### src/hdl/kiwi_pkg.sv
// widths, register map and bit positions shared by the control block
// word addresses only, no byte lanes on the bus
package kiwi_pkg;

    // bus widths
    typedef logic [3:0]  wb_adr_t;
    typedef logic [15:0] wb_data_t;

    // register and counter widths
    typedef logic [13:0] ctrl_t;
    typedef logic [31:0] ctr_t;

    ////////////////////
    // register map
    ////////////////////
    localparam wb_adr_t ADR_CTRL     = 4'd0;
    localparam wb_adr_t ADR_STATUS   = 4'd1;
    localparam wb_adr_t ADR_CTR_CMD  = 4'd2;
    localparam wb_adr_t ADR_CTR0_LO  = 4'd3;
    localparam wb_adr_t ADR_CTR0_HI  = 4'd4;
    localparam wb_adr_t ADR_CTR1_LO  = 4'd5;
    localparam wb_adr_t ADR_CTR1_HI  = 4'd6;
    localparam wb_adr_t ADR_SRQ      = 4'd7;
    localparam wb_adr_t ADR_OVFL_CLR = 4'd8;

    ////////////////////
    // control bits
    ////////////////////
    // serial select lives in the two low bits
    localparam int CTRL_SER_SEL_LSB = 0;
    localparam int CTRL_SER_LE_CSN  = 2;
    localparam int CTRL_SER_CLK     = 3;
    localparam int CTRL_SER_DATA    = 4;
    localparam int CTRL_OSC_DIS     = 5;
    localparam int CTRL_STEN        = 6;
    localparam int CTRL_EEPROM_WP   = 7;
    localparam int CTRL_CMD_READY   = 8;
    localparam int CTRL_SND_INTR    = 9;

    // counter command word
    localparam int CMD_CTR_CLR = 0;
    localparam int CMD_CTR_ENA = 1;
    localparam int CMD_CTR_DIS = 2;

    // status word
    localparam int STAT_OVFL    = 15;
    localparam int STAT_VER_LSB = 8;
    localparam int STAT_DNA     = 4;
    localparam int STAT_ID_LSB  = 0;

    // serial line target
    typedef enum logic [1:0] {SER_NONE, SER_ATTN, SER_GPS, SER_DNA} ser_sel_e;

endpackage

### src/hdl/ctrl_regs.sv
// global control register; outputs follow the register with no extra delay
// only one serial target sees the bit-bang lines, the others are held low
`timescale 1ns/1ps

module ctrl_regs (
    input  logic               cpu_clk,
    input  logic               rx_orst,
    input  logic               ctrl_wr,
    input  kiwi_pkg::wb_data_t wb_dat_w,
    output kiwi_pkg::ctrl_t    ctrl,
    output logic               da_dale,
    output logic               da_daclk,
    output logic               da_dadat,
    output logic               gps_gscs,
    output logic               gps_gsclk,
    output logic               gps_gsdat,
    output logic               dna_read,
    output logic               dna_clk,
    output logic               dna_shift,
    output logic               adc_clken,
    output logic               adc_stenl,
    output logic               ewp,
    output logic               cmd_ready,
    output logic               snd_intr
);

    kiwi_pkg::ser_sel_e ser_sel;
    // {data, clk, le/csn} as written
    logic [2:0]         ser_bits;

    ////////////////////
    // register
    ////////////////////
    always_ff @(posedge cpu_clk)
    begin
        if (rx_orst)
            ctrl <= '0;
        else if (ctrl_wr)
            ctrl <= wb_dat_w[$bits(kiwi_pkg::ctrl_t)-1:0];
    end

    ////////////////////
    // serial steering
    ////////////////////
    assign ser_sel  = kiwi_pkg::ser_sel_e'(ctrl[kiwi_pkg::CTRL_SER_SEL_LSB +: 2]);
    assign ser_bits = {ctrl[kiwi_pkg::CTRL_SER_DATA],
                       ctrl[kiwi_pkg::CTRL_SER_CLK],
                       ctrl[kiwi_pkg::CTRL_SER_LE_CSN]};

    // attenuator
    assign {da_dadat, da_daclk, da_dale} = {3{ser_sel == kiwi_pkg::SER_ATTN}} & ser_bits;
    // gps front end
    assign {gps_gsdat, gps_gsclk, gps_gscs} = {3{ser_sel == kiwi_pkg::SER_GPS}} & ser_bits;
    // device id shifter, le doubles as read
    assign {dna_shift, dna_clk, dna_read} = {3{ser_sel == kiwi_pkg::SER_DNA}} & ser_bits;

    ////////////////////
    // board pins
    ////////////////////
    // enable and self-test pins are active low on the board
    assign adc_clken = ~ctrl[kiwi_pkg::CTRL_OSC_DIS];
    assign adc_stenl = ~ctrl[kiwi_pkg::CTRL_STEN];
    assign ewp       = ctrl[kiwi_pkg::CTRL_EEPROM_WP];
    assign cmd_ready = ctrl[kiwi_pkg::CTRL_CMD_READY];
    assign snd_intr  = ctrl[kiwi_pkg::CTRL_SND_INTR];

endmodule

### src/hdl/dna_shifter.sv
// behavioral stand-in for the device-id port, loads a fixed DNA_VALUE
// a control level is seen one cycle late and acted on one cycle after that
`timescale 1ns/1ps

module dna_shifter #(
    parameter int                  DNA_BITS  = 57,
    parameter logic [DNA_BITS-1:0] DNA_VALUE = 57'h1C3_A5E7_F9B2_D46
) (
    input  logic cpu_clk,
    input  logic rx_orst,
    input  logic dna_read,
    input  logic dna_clk,
    input  logic dna_shift,
    output logic dna_data
);

    // bit 1 is read-and-clock, bit 0 is shift-and-clock
    logic [1:0]          lvl_now;
    logic [1:0]          lvl_prev;
    logic [1:0]          pulse;
    logic [DNA_BITS-1:0] id_sr;

    ////////////////////
    // level to single pulse
    ////////////////////
    always_ff @(posedge cpu_clk)
    begin
        if (rx_orst)
        begin
            lvl_now  <= '0;
            lvl_prev <= '0;
        end
        else
        begin
            lvl_now  <= {dna_read & dna_clk, dna_shift & dna_clk};
            lvl_prev <= lvl_now;
        end
    end

    // rising edge only, one cycle wide
    assign pulse = lvl_now & ~lvl_prev;

    ////////////////////
    // id shift register
    ////////////////////
    always_ff @(posedge cpu_clk)
    begin
        if (rx_orst)
            id_sr <= '0;
        else if (pulse[1])
            id_sr <= DNA_VALUE;
        // shifts toward the top, ones fill from below
        else if (pulse[0])
            id_sr <= {id_sr[DNA_BITS-2:0], 1'b1};
    end

    // msb first out
    assign dna_data = id_sr[DNA_BITS-1];

endmodule

### src/hdl/cycle_counters.sv
// two 32-bit cycle counters; counter 1 starts disabled
// the high-half snapshot is shared, last low-half read wins
`timescale 1ns/1ps

module cycle_counters (
    input  logic               cpu_clk,
    input  logic               rx_orst,
    input  logic               cmd_wr,
    input  kiwi_pkg::wb_data_t wb_dat_w,
    input  logic               ctr0_lo_rd,
    input  logic               ctr1_lo_rd,
    output kiwi_pkg::ctr_t     ctr0,
    output kiwi_pkg::wb_data_t ctr1_lo,
    output kiwi_pkg::wb_data_t ctr_hi_snap,
    output kiwi_pkg::wb_data_t ctr1_hi_live
);

    kiwi_pkg::ctr_t ctr1;
    logic           ctr1_ena;

    ////////////////////
    // counters and commands
    ////////////////////
    always_ff @(posedge cpu_clk)
    begin
        if (rx_orst)
        begin
            ctr0     <= '0;
            ctr1     <= '0;
            ctr1_ena <= 1'b0;
        end
        else
        begin
            // counter 0 free-running, counter 1 gated
            ctr0 <= ctr0 + 32'd1;
            if (ctr1_ena)
                ctr1 <= ctr1 + 32'd1;
            // later statements win, so clear then enable then disable
            if (cmd_wr && wb_dat_w[kiwi_pkg::CMD_CTR_CLR])
            begin
                ctr0 <= '0;
                ctr1 <= '0;
            end
            if (cmd_wr && wb_dat_w[kiwi_pkg::CMD_CTR_ENA])
                ctr1_ena <= 1'b1;
            if (cmd_wr && wb_dat_w[kiwi_pkg::CMD_CTR_DIS])
                ctr1_ena <= 1'b0;
        end
    end

    // high half frozen at the low-half read
    always_ff @(posedge cpu_clk)
    begin
        if (ctr0_lo_rd)
            ctr_hi_snap <= ctr0[31:16];
        else if (ctr1_lo_rd)
            ctr_hi_snap <= ctr1[31:16];
    end

    assign ctr1_lo      = ctr1[15:0];
    assign ctr1_hi_live = ctr1[31:16];

endmodule

### src/hdl/event_latches.sv
// sticky adc overflow and host service-request latch
// both inputs must already be on cpu_clk
`timescale 1ns/1ps

module event_latches (
    input  logic cpu_clk,
    input  logic rx_orst,
    input  logic adc_ovfl,
    input  logic host_srq,
    input  logic ovfl_clr,
    input  logic srq_rd,
    output logic ovfl_sticky,
    output logic srq_noted
);

    always_ff @(posedge cpu_clk)
    begin
        if (rx_orst)
        begin
            ovfl_sticky <= 1'b0;
            srq_noted   <= 1'b0;
        end
        else
        begin
            // overflow arriving with the clear is kept
            if (ovfl_clr)
                ovfl_sticky <= adc_ovfl;
            else
                ovfl_sticky <= ovfl_sticky | adc_ovfl;
            // read takes the old value, a new request survives the clear
            if (srq_rd)
                srq_noted <= host_srq;
            else
                srq_noted <= srq_noted | host_srq;
        end
    end

endmodule

### src/hdl/wb_slave_port.sv
// wishbone classic slave, one wait state, ack for a single cycle
// strobes are combinational and act on the edge where ack rises
`timescale 1ns/1ps

module wb_slave_port #(
    parameter logic [3:0] FPGA_VER = 4'd1,
    parameter logic [3:0] FPGA_ID  = 4'd2
) (
    input  logic               cpu_clk,
    input  logic               rx_orst,
    input  logic               wb_cyc,
    input  logic               wb_stb,
    input  logic               wb_we,
    input  kiwi_pkg::wb_adr_t  wb_adr,
    input  kiwi_pkg::wb_data_t wb_dat_w,
    input  kiwi_pkg::ctrl_t    ctrl,
    input  logic               ovfl_sticky,
    input  logic               srq_noted,
    input  logic               dna_data,
    input  kiwi_pkg::ctr_t     ctr0,
    input  kiwi_pkg::wb_data_t ctr1_lo,
    input  kiwi_pkg::wb_data_t ctr_hi_snap,
    input  kiwi_pkg::wb_data_t ctr1_hi_live,
    output kiwi_pkg::wb_data_t wb_dat_r,
    output logic               wb_ack,
    output logic               ctrl_wr,
    output logic               cmd_wr,
    output logic               ovfl_clr,
    output logic               ctr0_lo_rd,
    output logic               ctr1_lo_rd,
    output logic               srq_rd
);

    logic               access;
    logic               wr_acc;
    logic               rd_acc;
    // which counter owns the shared snapshot, {ctr1, ctr0}
    logic [1:0]         snap_own;
    kiwi_pkg::wb_data_t status;
    kiwi_pkg::wb_data_t rd_mux;

    ////////////////////
    // handshake
    ////////////////////
    // first cycle of a transfer only
    assign access = wb_cyc & wb_stb & ~wb_ack;
    assign wr_acc = access & wb_we;
    assign rd_acc = access & ~wb_we;

    always_ff @(posedge cpu_clk)
    begin
        if (rx_orst)
            wb_ack <= 1'b0;
        else
            wb_ack <= access;
    end

    // write strobes
    assign ctrl_wr  = wr_acc && (wb_adr == kiwi_pkg::ADR_CTRL);
    assign cmd_wr   = wr_acc && (wb_adr == kiwi_pkg::ADR_CTR_CMD);
    assign ovfl_clr = wr_acc && (wb_adr == kiwi_pkg::ADR_OVFL_CLR);

    // read side effects
    assign ctr0_lo_rd = rd_acc && (wb_adr == kiwi_pkg::ADR_CTR0_LO);
    assign ctr1_lo_rd = rd_acc && (wb_adr == kiwi_pkg::ADR_CTR1_LO);
    assign srq_rd     = rd_acc && (wb_adr == kiwi_pkg::ADR_SRQ);

    always_ff @(posedge cpu_clk)
    begin
        if (rx_orst)
            snap_own <= 2'b00;
        else if (ctr0_lo_rd)
            snap_own <= 2'b01;
        else if (ctr1_lo_rd)
            snap_own <= 2'b10;
    end

    ////////////////////
    // read mux
    ////////////////////
    always_comb
    begin
        status = '0;
        status[kiwi_pkg::STAT_OVFL]       = ovfl_sticky;
        status[kiwi_pkg::STAT_VER_LSB +: 4] = FPGA_VER;
        status[kiwi_pkg::STAT_DNA]        = dna_data;
        status[kiwi_pkg::STAT_ID_LSB +: 4]  = FPGA_ID;
    end

    always_comb
    begin
        rd_mux = '0;
        case (wb_adr)
            kiwi_pkg::ADR_CTRL:    rd_mux = kiwi_pkg::wb_data_t'(ctrl);
            kiwi_pkg::ADR_STATUS:  rd_mux = status;
            kiwi_pkg::ADR_CTR0_LO: rd_mux = ctr0[15:0];
            // high half without its low read gives the live value
            kiwi_pkg::ADR_CTR0_HI: rd_mux = snap_own[0] ? ctr_hi_snap : ctr0[31:16];
            kiwi_pkg::ADR_CTR1_LO: rd_mux = ctr1_lo;
            kiwi_pkg::ADR_CTR1_HI: rd_mux = snap_own[1] ? ctr_hi_snap : ctr1_hi_live;
            kiwi_pkg::ADR_SRQ:     rd_mux = kiwi_pkg::wb_data_t'(srq_noted);
            default:               rd_mux = '0;
        endcase
    end

    // held while ack is high
    always_ff @(posedge cpu_clk)
    begin
        if (rd_acc)
            wb_dat_r <= rd_mux;
    end

endmodule

### src/hdl/kiwi_ctrl_top.sv
// control and status block of the receiver, all on cpu_clk
// adc_ovfl and host_srq must be synchronous to cpu_clk
`timescale 1ns/1ps

module kiwi_ctrl_top #(
    parameter logic [3:0]          FPGA_VER  = 4'd1,
    parameter logic [3:0]          FPGA_ID   = 4'd2,
    parameter int                  DNA_BITS  = 57,
    parameter logic [DNA_BITS-1:0] DNA_VALUE = 57'h1C3_A5E7_F9B2_D46
) (
    input  logic               cpu_clk,
    input  logic               rx_orst,
    input  logic               wb_cyc,
    input  logic               wb_stb,
    input  logic               wb_we,
    input  kiwi_pkg::wb_adr_t  wb_adr,
    input  kiwi_pkg::wb_data_t wb_dat_w,
    input  logic               adc_ovfl,
    input  logic               host_srq,
    output kiwi_pkg::wb_data_t wb_dat_r,
    output logic               wb_ack,
    output logic               adc_clken,
    output logic               adc_stenl,
    output logic               da_dale,
    output logic               da_daclk,
    output logic               da_dadat,
    output logic               gps_gscs,
    output logic               gps_gsclk,
    output logic               gps_gsdat,
    output logic               ewp,
    output logic               cmd_ready,
    output logic               snd_intr
);

    // bus strobes
    logic               ctrl_wr;
    logic               cmd_wr;
    logic               ovfl_clr;
    logic               ctr0_lo_rd;
    logic               ctr1_lo_rd;
    logic               srq_rd;
    // read sources
    kiwi_pkg::ctrl_t    ctrl;
    logic               ovfl_sticky;
    logic               srq_noted;
    logic               dna_data;
    kiwi_pkg::ctr_t     ctr0;
    kiwi_pkg::wb_data_t ctr1_lo;
    kiwi_pkg::wb_data_t ctr_hi_snap;
    kiwi_pkg::wb_data_t ctr1_hi_live;
    // gated id lines
    logic               dna_read;
    logic               dna_clk;
    logic               dna_shift;

    ////////////////////
    // bus port
    ////////////////////
    wb_slave_port #(
        .FPGA_VER (FPGA_VER),
        .FPGA_ID  (FPGA_ID)
    ) wb_slave_port_i (
        .cpu_clk      (cpu_clk),
        .rx_orst      (rx_orst),
        .wb_cyc       (wb_cyc),
        .wb_stb       (wb_stb),
        .wb_we        (wb_we),
        .wb_adr       (wb_adr),
        .wb_dat_w     (wb_dat_w),
        .ctrl         (ctrl),
        .ovfl_sticky  (ovfl_sticky),
        .srq_noted    (srq_noted),
        .dna_data     (dna_data),
        .ctr0         (ctr0),
        .ctr1_lo      (ctr1_lo),
        .ctr_hi_snap  (ctr_hi_snap),
        .ctr1_hi_live (ctr1_hi_live),
        .wb_dat_r     (wb_dat_r),
        .wb_ack       (wb_ack),
        .ctrl_wr      (ctrl_wr),
        .cmd_wr       (cmd_wr),
        .ovfl_clr     (ovfl_clr),
        .ctr0_lo_rd   (ctr0_lo_rd),
        .ctr1_lo_rd   (ctr1_lo_rd),
        .srq_rd       (srq_rd)
    );

    ////////////////////
    // control and pins
    ////////////////////
    ctrl_regs ctrl_regs_i (
        .cpu_clk   (cpu_clk),
        .rx_orst   (rx_orst),
        .ctrl_wr   (ctrl_wr),
        .wb_dat_w  (wb_dat_w),
        .ctrl      (ctrl),
        .da_dale   (da_dale),
        .da_daclk  (da_daclk),
        .da_dadat  (da_dadat),
        .gps_gscs  (gps_gscs),
        .gps_gsclk (gps_gsclk),
        .gps_gsdat (gps_gsdat),
        .dna_read  (dna_read),
        .dna_clk   (dna_clk),
        .dna_shift (dna_shift),
        .adc_clken (adc_clken),
        .adc_stenl (adc_stenl),
        .ewp       (ewp),
        .cmd_ready (cmd_ready),
        .snd_intr  (snd_intr)
    );

    dna_shifter #(
        .DNA_BITS  (DNA_BITS),
        .DNA_VALUE (DNA_VALUE)
    ) dna_shifter_i (
        .cpu_clk   (cpu_clk),
        .rx_orst   (rx_orst),
        .dna_read  (dna_read),
        .dna_clk   (dna_clk),
        .dna_shift (dna_shift),
        .dna_data  (dna_data)
    );

    ////////////////////
    // counters and events
    ////////////////////
    cycle_counters cycle_counters_i (
        .cpu_clk      (cpu_clk),
        .rx_orst      (rx_orst),
        .cmd_wr       (cmd_wr),
        .wb_dat_w     (wb_dat_w),
        .ctr0_lo_rd   (ctr0_lo_rd),
        .ctr1_lo_rd   (ctr1_lo_rd),
        .ctr0         (ctr0),
        .ctr1_lo      (ctr1_lo),
        .ctr_hi_snap  (ctr_hi_snap),
        .ctr1_hi_live (ctr1_hi_live)
    );

    event_latches event_latches_i (
        .cpu_clk     (cpu_clk),
        .rx_orst     (rx_orst),
        .adc_ovfl    (adc_ovfl),
        .host_srq    (host_srq),
        .ovfl_clr    (ovfl_clr),
        .srq_rd      (srq_rd),
        .ovfl_sticky (ovfl_sticky),
        .srq_noted   (srq_noted)
    );

endmodule

### config.mk
export PLATFORM = sky130hd
export DESIGN_NAME = kiwi_ctrl_top
export DESIGN_NICKNAME = d
export VERILOG_FILES = /design/src/hdl/kiwi_pkg.sv /design/src/hdl/ctrl_regs.sv /design/src/hdl/dna_shifter.sv /design/src/hdl/cycle_counters.sv /design/src/hdl/event_latches.sv /design/src/hdl/wb_slave_port.sv /design/src/hdl/kiwi_ctrl_top.sv
export SDC_FILE = /design/constraint.sdc
export NUM_CORES = 1
export LEC_CHECK = 0
export ABC_AREA = 0
export BUFFER_PORTS_ARGS = -buffer_cell sky130_fd_sc_hd__buf_2
export CAP_MARGIN = 10
export CELL_PAD_IN_SITES_DETAIL_PLACEMENT = 1
export CELL_PAD_IN_SITES_GLOBAL_PLACEMENT = 2
export CORE_AREA = 4 4 150 152
export DETAILED_ROUTE_END_ITERATION = 10
export DIE_AREA = 0 0 154 156
export PLACE_DENSITY_LB_ADDON = 0.1
export SYNTH_ARGS = -nofsm -noshare
export SYNTH_HDL_FRONTEND = slang
export SYNTH_SLANG_ARGS = --single-unit
### constraint.sdc
create_clock -name cpu_clk -period 3.15 [get_ports cpu_clk]
set_clock_uncertainty 0.2 [all_clocks]
set_input_delay 0.1575 -clock cpu_clk [delete_from_list [all_inputs] [get_ports cpu_clk]]
set_output_delay 0.1575 -clock cpu_clk [all_outputs]
set_load 0.02 [all_outputs]
-- After elaboration in Yosys (flattened, before gate mapping)
Index checks and enable logic that the tools add are counted.
- add/subtract/negate cells: 2
- eq/ne operators: 11
- muxes and demuxes: 11
- bitwise logic cells: 17
- reductions and logical operators: 16
- operator list (cell ; count):
    case mux 16 bit (7 select lines) ; 1
    two-way mux 53 bit ; 2
    adder 32 x 1 -> 32 bit, second input constant ; 2
    two-way mux 16 bit ; 4
    == test 4 x 3 -> 1 bit, second input constant ; 4
    AND 3 bit ; 3
    logical AND 1 bit ; 9
    == test 4 x 2 -> 1 bit, second input constant ; 2
    OR reduction 2 bit ; 4
    AND 1 bit ; 6
    == test 2 bit, second input constant ; 2
    == test 4 x 1 -> 1 bit, second input constant ; 1
    == test 4 bit, second input constant ; 1
    logical NOT 4 bit ; 1
    two-way mux 1 bit ; 4
    NOT 1 bit ; 4
    nonzero test 2 bit ; 2
    AND 2 bit ; 1
    == test 2 x 1 -> 1 bit, second input constant ; 1
    NOT 2 bit ; 1
    OR 1 bit ; 2
- flip-flop bits (word level): 177
- input port bits: 27
- output and inout bits: 28
- logic and storage cells: 72

-- Depth between registers and ports, before layout
- word-level depth: 6
- mapped depth: 7
- gate-level depth less buffers: 5

-- Cells and area by module
Synthesis repeated with hierarchy kept, for this count alone.
- cell total of the unflattened synthesis: 848
- area, all modules: 8419.3 um^2
- modules (own cells, without submodules) (module ; instances ; cells an instance ; area each (um^2) ; sequential area each (um^2)):
    cycle_counters ; 1 ; 390 ; 3769.9 ; 1781.7
    dna_shifter ; 1 ; 228 ; 2247.2 ; 1221.2
    wb_slave_port ; 1 ; 161 ; 1716.6 ; 540.5
    ctrl_regs ; 1 ; 61 ; 615.6 ; 280.3
    event_latches ; 1 ; 8 ; 70.1 ; 40.0

-- Worst setup path after synthesis
OpenSTA, ideal clock, no wires.
- path type: reg2reg
- start point: register wb_slave_port_i.wb_ack
- end point: register cycle_counters_i.ctr_hi_snap[0] (enable)
- setup time: 0.372 ns
- arrival time: 2.330 ns
- data required time: 2.578 ns
- slack: 0.249 ns
- stages on the path, launching flop included: 6
- buffers on the path: 2
- period minus slack after synthesis: 2.901 ns
- path through: dfxtp_1 nor4bb_1 clkbuf_1 nand2_1 clkbuf_1 nand2_1
- word-level cells in the longest chain between the ends: 5
- elaborated cells on any way between the ends: 6
- classes of those cells: 3 x bitwise; 3 x reduce/logical
- ends and longest elaborated chain (item ; line ; source):
    from (decl) ; wb_slave_port.sv:25 ; output logic wb_ack,
    from (signal assigned) ; wb_slave_port.sv:55 ; wb_ack <= access;
    NOT 1 bit * ; wb_slave_port.sv:46 ; assign access = wb_cyc & wb_stb & ~wb_ack;
    AND 1 bit * ; wb_slave_port.sv:46 ;
    AND 1 bit * ; wb_slave_port.sv:48 ; assign rd_acc = access & ~wb_we;
    via wb_slave_port_i.rd_acc ; wb_slave_port.sv:36 ; logic rd_acc;
    logical AND 1 bit, on equally long branches ; wb_slave_port.sv:64, wb_slave_port.sv:65 ;
    nonzero test 2 bit (no line) * ; - ;
    to (signal assigned) ; cycle_counters.sv:55 ; ctr_hi_snap <= ctr0[31:16];
    to (signal assigned) ; cycle_counters.sv:57 ; ctr_hi_snap <= ctr1[31:16];
    to (decl) ; cycle_counters.sv:14 ; output kiwi_pkg::wb_data_t ctr_hi_snap,
Mark *: on every way through the listed nets, which the timed path passes. The rest lies on a longest branch.
A chain may end at the register's enable or synchronous reset.

-- Worst setup path after layout
- start point: register cycle_counters_i.ctr1[0]
- end point: register cycle_counters_i.ctr1[26]
- word-level cells in the longest chain between the ends: 1
- ends and longest elaborated chain (item ; line ; source):
    from (decl) ; cycle_counters.sv:18 ; kiwi_pkg::ctr_t ctr1;
    from (signal assigned) ; cycle_counters.sv:37 ; ctr1 <= ctr1 + 32'd1;
    adder 32 x 1 -> 32 bit ; cycle_counters.sv:37 ;
Every way passes these cells.

==> summary.txt <==
Outcome
  • Run status: finished, final reports clean

Clock tree
  • Clock Sinks: 177
  • H-tree depth: 4
  • Latest clock arrival within the worst-skew pair: roughly 0.43 ns
  • TritonCTS clock tree: yes
  • TritonCTS buffer count: 17
  • CTS clk-pin slew, worst paths: 0.07 ns
  • Root buf cell: clkbuf_16
  • CTS Buffer Depth: 2

Timing
  • Hold Fails Final Rpt: 0
  • Worst-margin pin slew: 1.070 ns
  • Final setup TNS: 0 ns
  • RSZ-0062 raised after global routing: no
  • Slew HR: 28.34%
  • Final min period: 2.564 ns
  • Final period util: 81.39%
  • Final Setup Violations: 0
  • FMAX: 390.1 MHz
  • Slew Limit Fails: 0

Setup path
  • Critical Path Source Type: flop
  • Crit-path cells: ha_1, and2_0, buf_4, nand4_1, or4_1, a21oi_1
  • Buf+Inv Stages, Crit Path: 1
  • CP max FO: 11
  • Req. time, crit path: 3.30 ns
  • Reg2reg path depth: 6
  • Slowest cell on the critical path: or4_1
  • CP Launch Point: cycle_counters_i.ctr1[0]
  • Reg2reg setup slack: roughly 0.59 ns
  • R2r endpoint: cycle_counters_i.ctr1[26]
  • CP top delay family: simple AND/OR/NAND/NOR gates
  • Critical path class: flop to flop
  • CP endpoint kind: flop
  • Max incr delay on CP: between 0.6 and 0.7 ns
  • Worst Path Arrival: 2.71 ns
  • Worst flop-to-flop path startpoint: cycle_counters_i.ctr1[0]

Floorplan
  • Die Area: 24020 um^2
  • Chip height: 156 um
  • IO Pins: 55
  • Row cnt: 53
  • Starting Density: between 30 and 40%
  • Core area: 21020 um^2
  • Die X: 154 um

Finish
  • Area grow syn2layout: 17.61%
  • Area occupied by multi-input gates: between 3000 and 4000 um^2
  • Final Util: 44.44%
  • Fin area: around 9300 um^2
  • FF+latch area: between 3000 and 4000 um^2
  • Layout cell share with drive strength beyond 1: 17.18%
  • Fillers: about 2400
  • Fin cells: 1224
  • Nets: 965
  • Antenna diode count: 0

Logic synthesis
  • Number of flops mapped to enable cells by yosys: 32
  • Sequential area share after synthesis: 48.65%
  • Async SR Flop Fraction: 0%
  • Number of synthesized register bits: 177
  • Syn avg cell area: 9.005 um^2
  • Post-synth top flop: dfxtp_1
  • Netlist Area Pre-Place: 7943 um^2
  • Syn Inst Count: 882
  • Distinct cells, synth: 45
  • Synthesis Warnings: 0
  • Mapped Nets: 911

Routing
  • Router iterations before antenna repair: 4
  • DR DRC count: 0
  • Routed len/inst: 20.40 um
  • Vias per inst: between 5 and 6
  • DRT met1 WL: 11.31 mm
  • Top Layer Used: met4
  • Drt total wl: around 25 mm
  • Initial DRC count: 438
  • Vias: 7032
  • Met3 Wirelength: 889 um
  • Met2 routed WL: 12.25 mm
  • Post-DRT Antenna Nets: 0

Pwr
  • Worst VDD drop: about 350 uV
  • Sw power: approximately 1.1 mW
  • Sequential share of power: 50.6%
  • Clock share of power: 46.2%
  • Total power: 4.583 mW
  • Lkg Pwr: 3.183 nW
  • Sw frac: approximately 24%
  • Internal power: 3.466 mW
  • PwrDens: 490.6 nW/um^2
  • Gate power share: 3.2%

Min path
  • Hold EP: wb_slave_port_i.snap_own[0]
  • Worst min-delay path category: primary input to flop
  • Hold path startpoint: wb_we
  • Hold Crit Depth: 4

GRT
  • Total grt overflow: 0
  • Largest net degree at the start of global routing: 60
  • Vias in the first global route: 7289
  • Initial antenna violation count: 0
  • Global Route Usage Sum: 20.98%
  • First-pass GRT wire length: 40.31 mm

Placement
  • I/O Buffers: 52
  • Placed inst area: 8508 um^2
  • Placed cells: between 1000 and 1500
  • Gpl congestion: just over 0.8
  • Detailed placer's ending HPWL: 17.62 mm

Run
  • Maxcap violations: 0
timing repair:
item,4_1_cts,5_1_grt
hold buffers,25,0
setup buffers,0,0
endpoints found under the hold margin,20,0
gates resized for setup,0,0
cell usage after synthesis (4+ instances only):
| cell | number | share of area [%] |
|---|---|---|
| inv_1 | 6 | 0.28 |
| buf_2 | 5 | 0.32 |
| o31ai_1 | 19 | 1.8 |
| a222oi_1 | 11 | 1.4 |
| a21oi_1 | 79 | 5.0 |
| a22oi_1 | 23 | 2.2 |
| nor2b_1 | 5 | 0.39 |
| clkbuf_1 | 51 | 2.4 |
| buf_1 | 6 | 0.28 |
| mux2_2 | 46 | 6.5 |
| dfxtp_1 | 145 | 37 |
| and3_1 | 5 | 0.39 |
| nor3_1 | 8 | 0.50 |
| nand4_1 | 23 | 1.8 |
| and4_1 | 8 | 0.88 |
| xnor2_1 | 8 | 0.88 |
| and2_1 | 12 | 0.95 |
| a31oi_1 | 33 | 2.6 |
| or3_1 | 15 | 1.2 |
| edfxtp_1 | 32 | 12 |
| o21ai_0 | 14 | 0.88 |
| nand2b_1 | 6 | 0.47 |
| nand3_1 | 27 | 1.7 |
| nor4_1 | 5 | 0.39 |
| nand2_1 | 189 | 8.9 |
| o21a_1 | 4 | 0.38 |
| xor2_1 | 14 | 1.5 |
| nor2_1 | 29 | 1.4 |
| or4_1 | 24 | 2.3 |
how the worst max path moves through the flow:
stage | slack (ns) | end | cells after the start
2_1_floorplan | 0.25 | cycle_counters_i.ctr_hi_snap[0] | 5
3_5_place_dp | 0.62 | cycle_counters_i.ctr1[26] | 6
5_1_grt | 0.39 | cycle_counters_i.ctr1[26] | 6
4_1_cts | 0.60 | cycle_counters_i.ctr1[26] | 6
3_3_place_gp | 0.71 | cycle_counters_i.ctr1[26] | 6
6_report | 0.59 | cycle_counters_i.ctr1[26] | 6
registers in the layout (all words and copies together), names as in the netlist:
name and cells:
dna_shifter_i.id_sr 57, cycle_counters_i.ctr0 32, cycle_counters_i.ctr1 32, cycle_counters_i.ctr_hi_snap 16
wb_slave_port_i.wb_dat_r 16, ctrl_regs_i.ctrl 14, dna_shifter_i.lvl_now 2, dna_shifter_i.lvl_prev 2
wb_slave_port_i.snap_own 2, cycle_counters_i.ctr1_ena 1, event_latches_i.ovfl_sticky 1, event_latches_i.srq_noted 1
wb_slave_port_i.wb_ack 1
cell type report:
| cell class | count | area share [%] |
|---|---|---|
| Sequential cell | 177 | 41.36 |
| Timing Repair Buffer | 97 | 7.072 |
| Inverter | 6 | 0.2411 |
| Tap cell | 275 | 3.683 |
| Clock inverter | 14 | 1.420 |
| Multi-Input combinational cell | 637 | 41.40 |
| Clock buffer | 18 | 4.822 |
logic make-up (layout without fill, tap and decap cells):
logic type	count (synthesis)	in the layout	synth area share, %
simple gates	374	374	23.47
compound gates	190	190	14.95
flops	177	177	48.65
buf+inv	68	135	3.292
mux	49	49	6.900
xor+xnor	22	22	2.426
fa+ha+maj	2	2	0.3150
tightest hold or removal path: stages:
cell      delay, ns
buf_2          0.11
nor4bb_4       0.05
nand2_1        0.23
a21oi_1        0.11
stage by stage:
step | hold slack (ns) | worst slack (ns)
2_1_floorplan | 0.07493 | 0.2487
3_3_place_gp | 0.1654 | 0.7143
3_5_place_dp | 0.1874 | 0.6206
4_1_cts | 0.04419 | 0.6035
5_1_grt | 0.07810 | 0.3903
6_report | 0.08476 | 0.5863
layout by cell type, fill, tap and decap left out, types with 11 or more instances in the layout:
cell and instances:
and2_1 12, buf_4 20, dfxtp_1 145, clkbuf_16 18, mux2_2 46, edfxtp_1 32, or3_1 15, buf_2 52
nor2_1 29, or4_1 24, nand3_1 27, nand4_1 23, o31ai_1 19, a22oi_1 23, a21oi_1 79, xor2_1 14
dlygate4sd3_1 25, nand2_1 189, a31oi_1 33, o21ai_0 14, a222oi_1 11
routing by layer:
metal	up-vias	global-route usage, %
met5	-	0
met4	0	5.635
met3	29	3.800
met2	139	35.63
met1	3540	27.65
li1	3324	-
power by group through the flow:
stage | Sequential, mW | Combinational (mW) | Clock, mW
after floorplan | 2.37 | 0.0601 | 0
after global placement | 2.37 | 0.124 | 0
after detailed placement | 2.37 | 0.128 | 0
after CTS | 2.32 | 0.148 | 2.17
after global routing | 2.32 | 0.160 | 2.27
final | 2.32 | 0.147 | 2.12
Note: power is estimated with default switching activity, not from simulation.
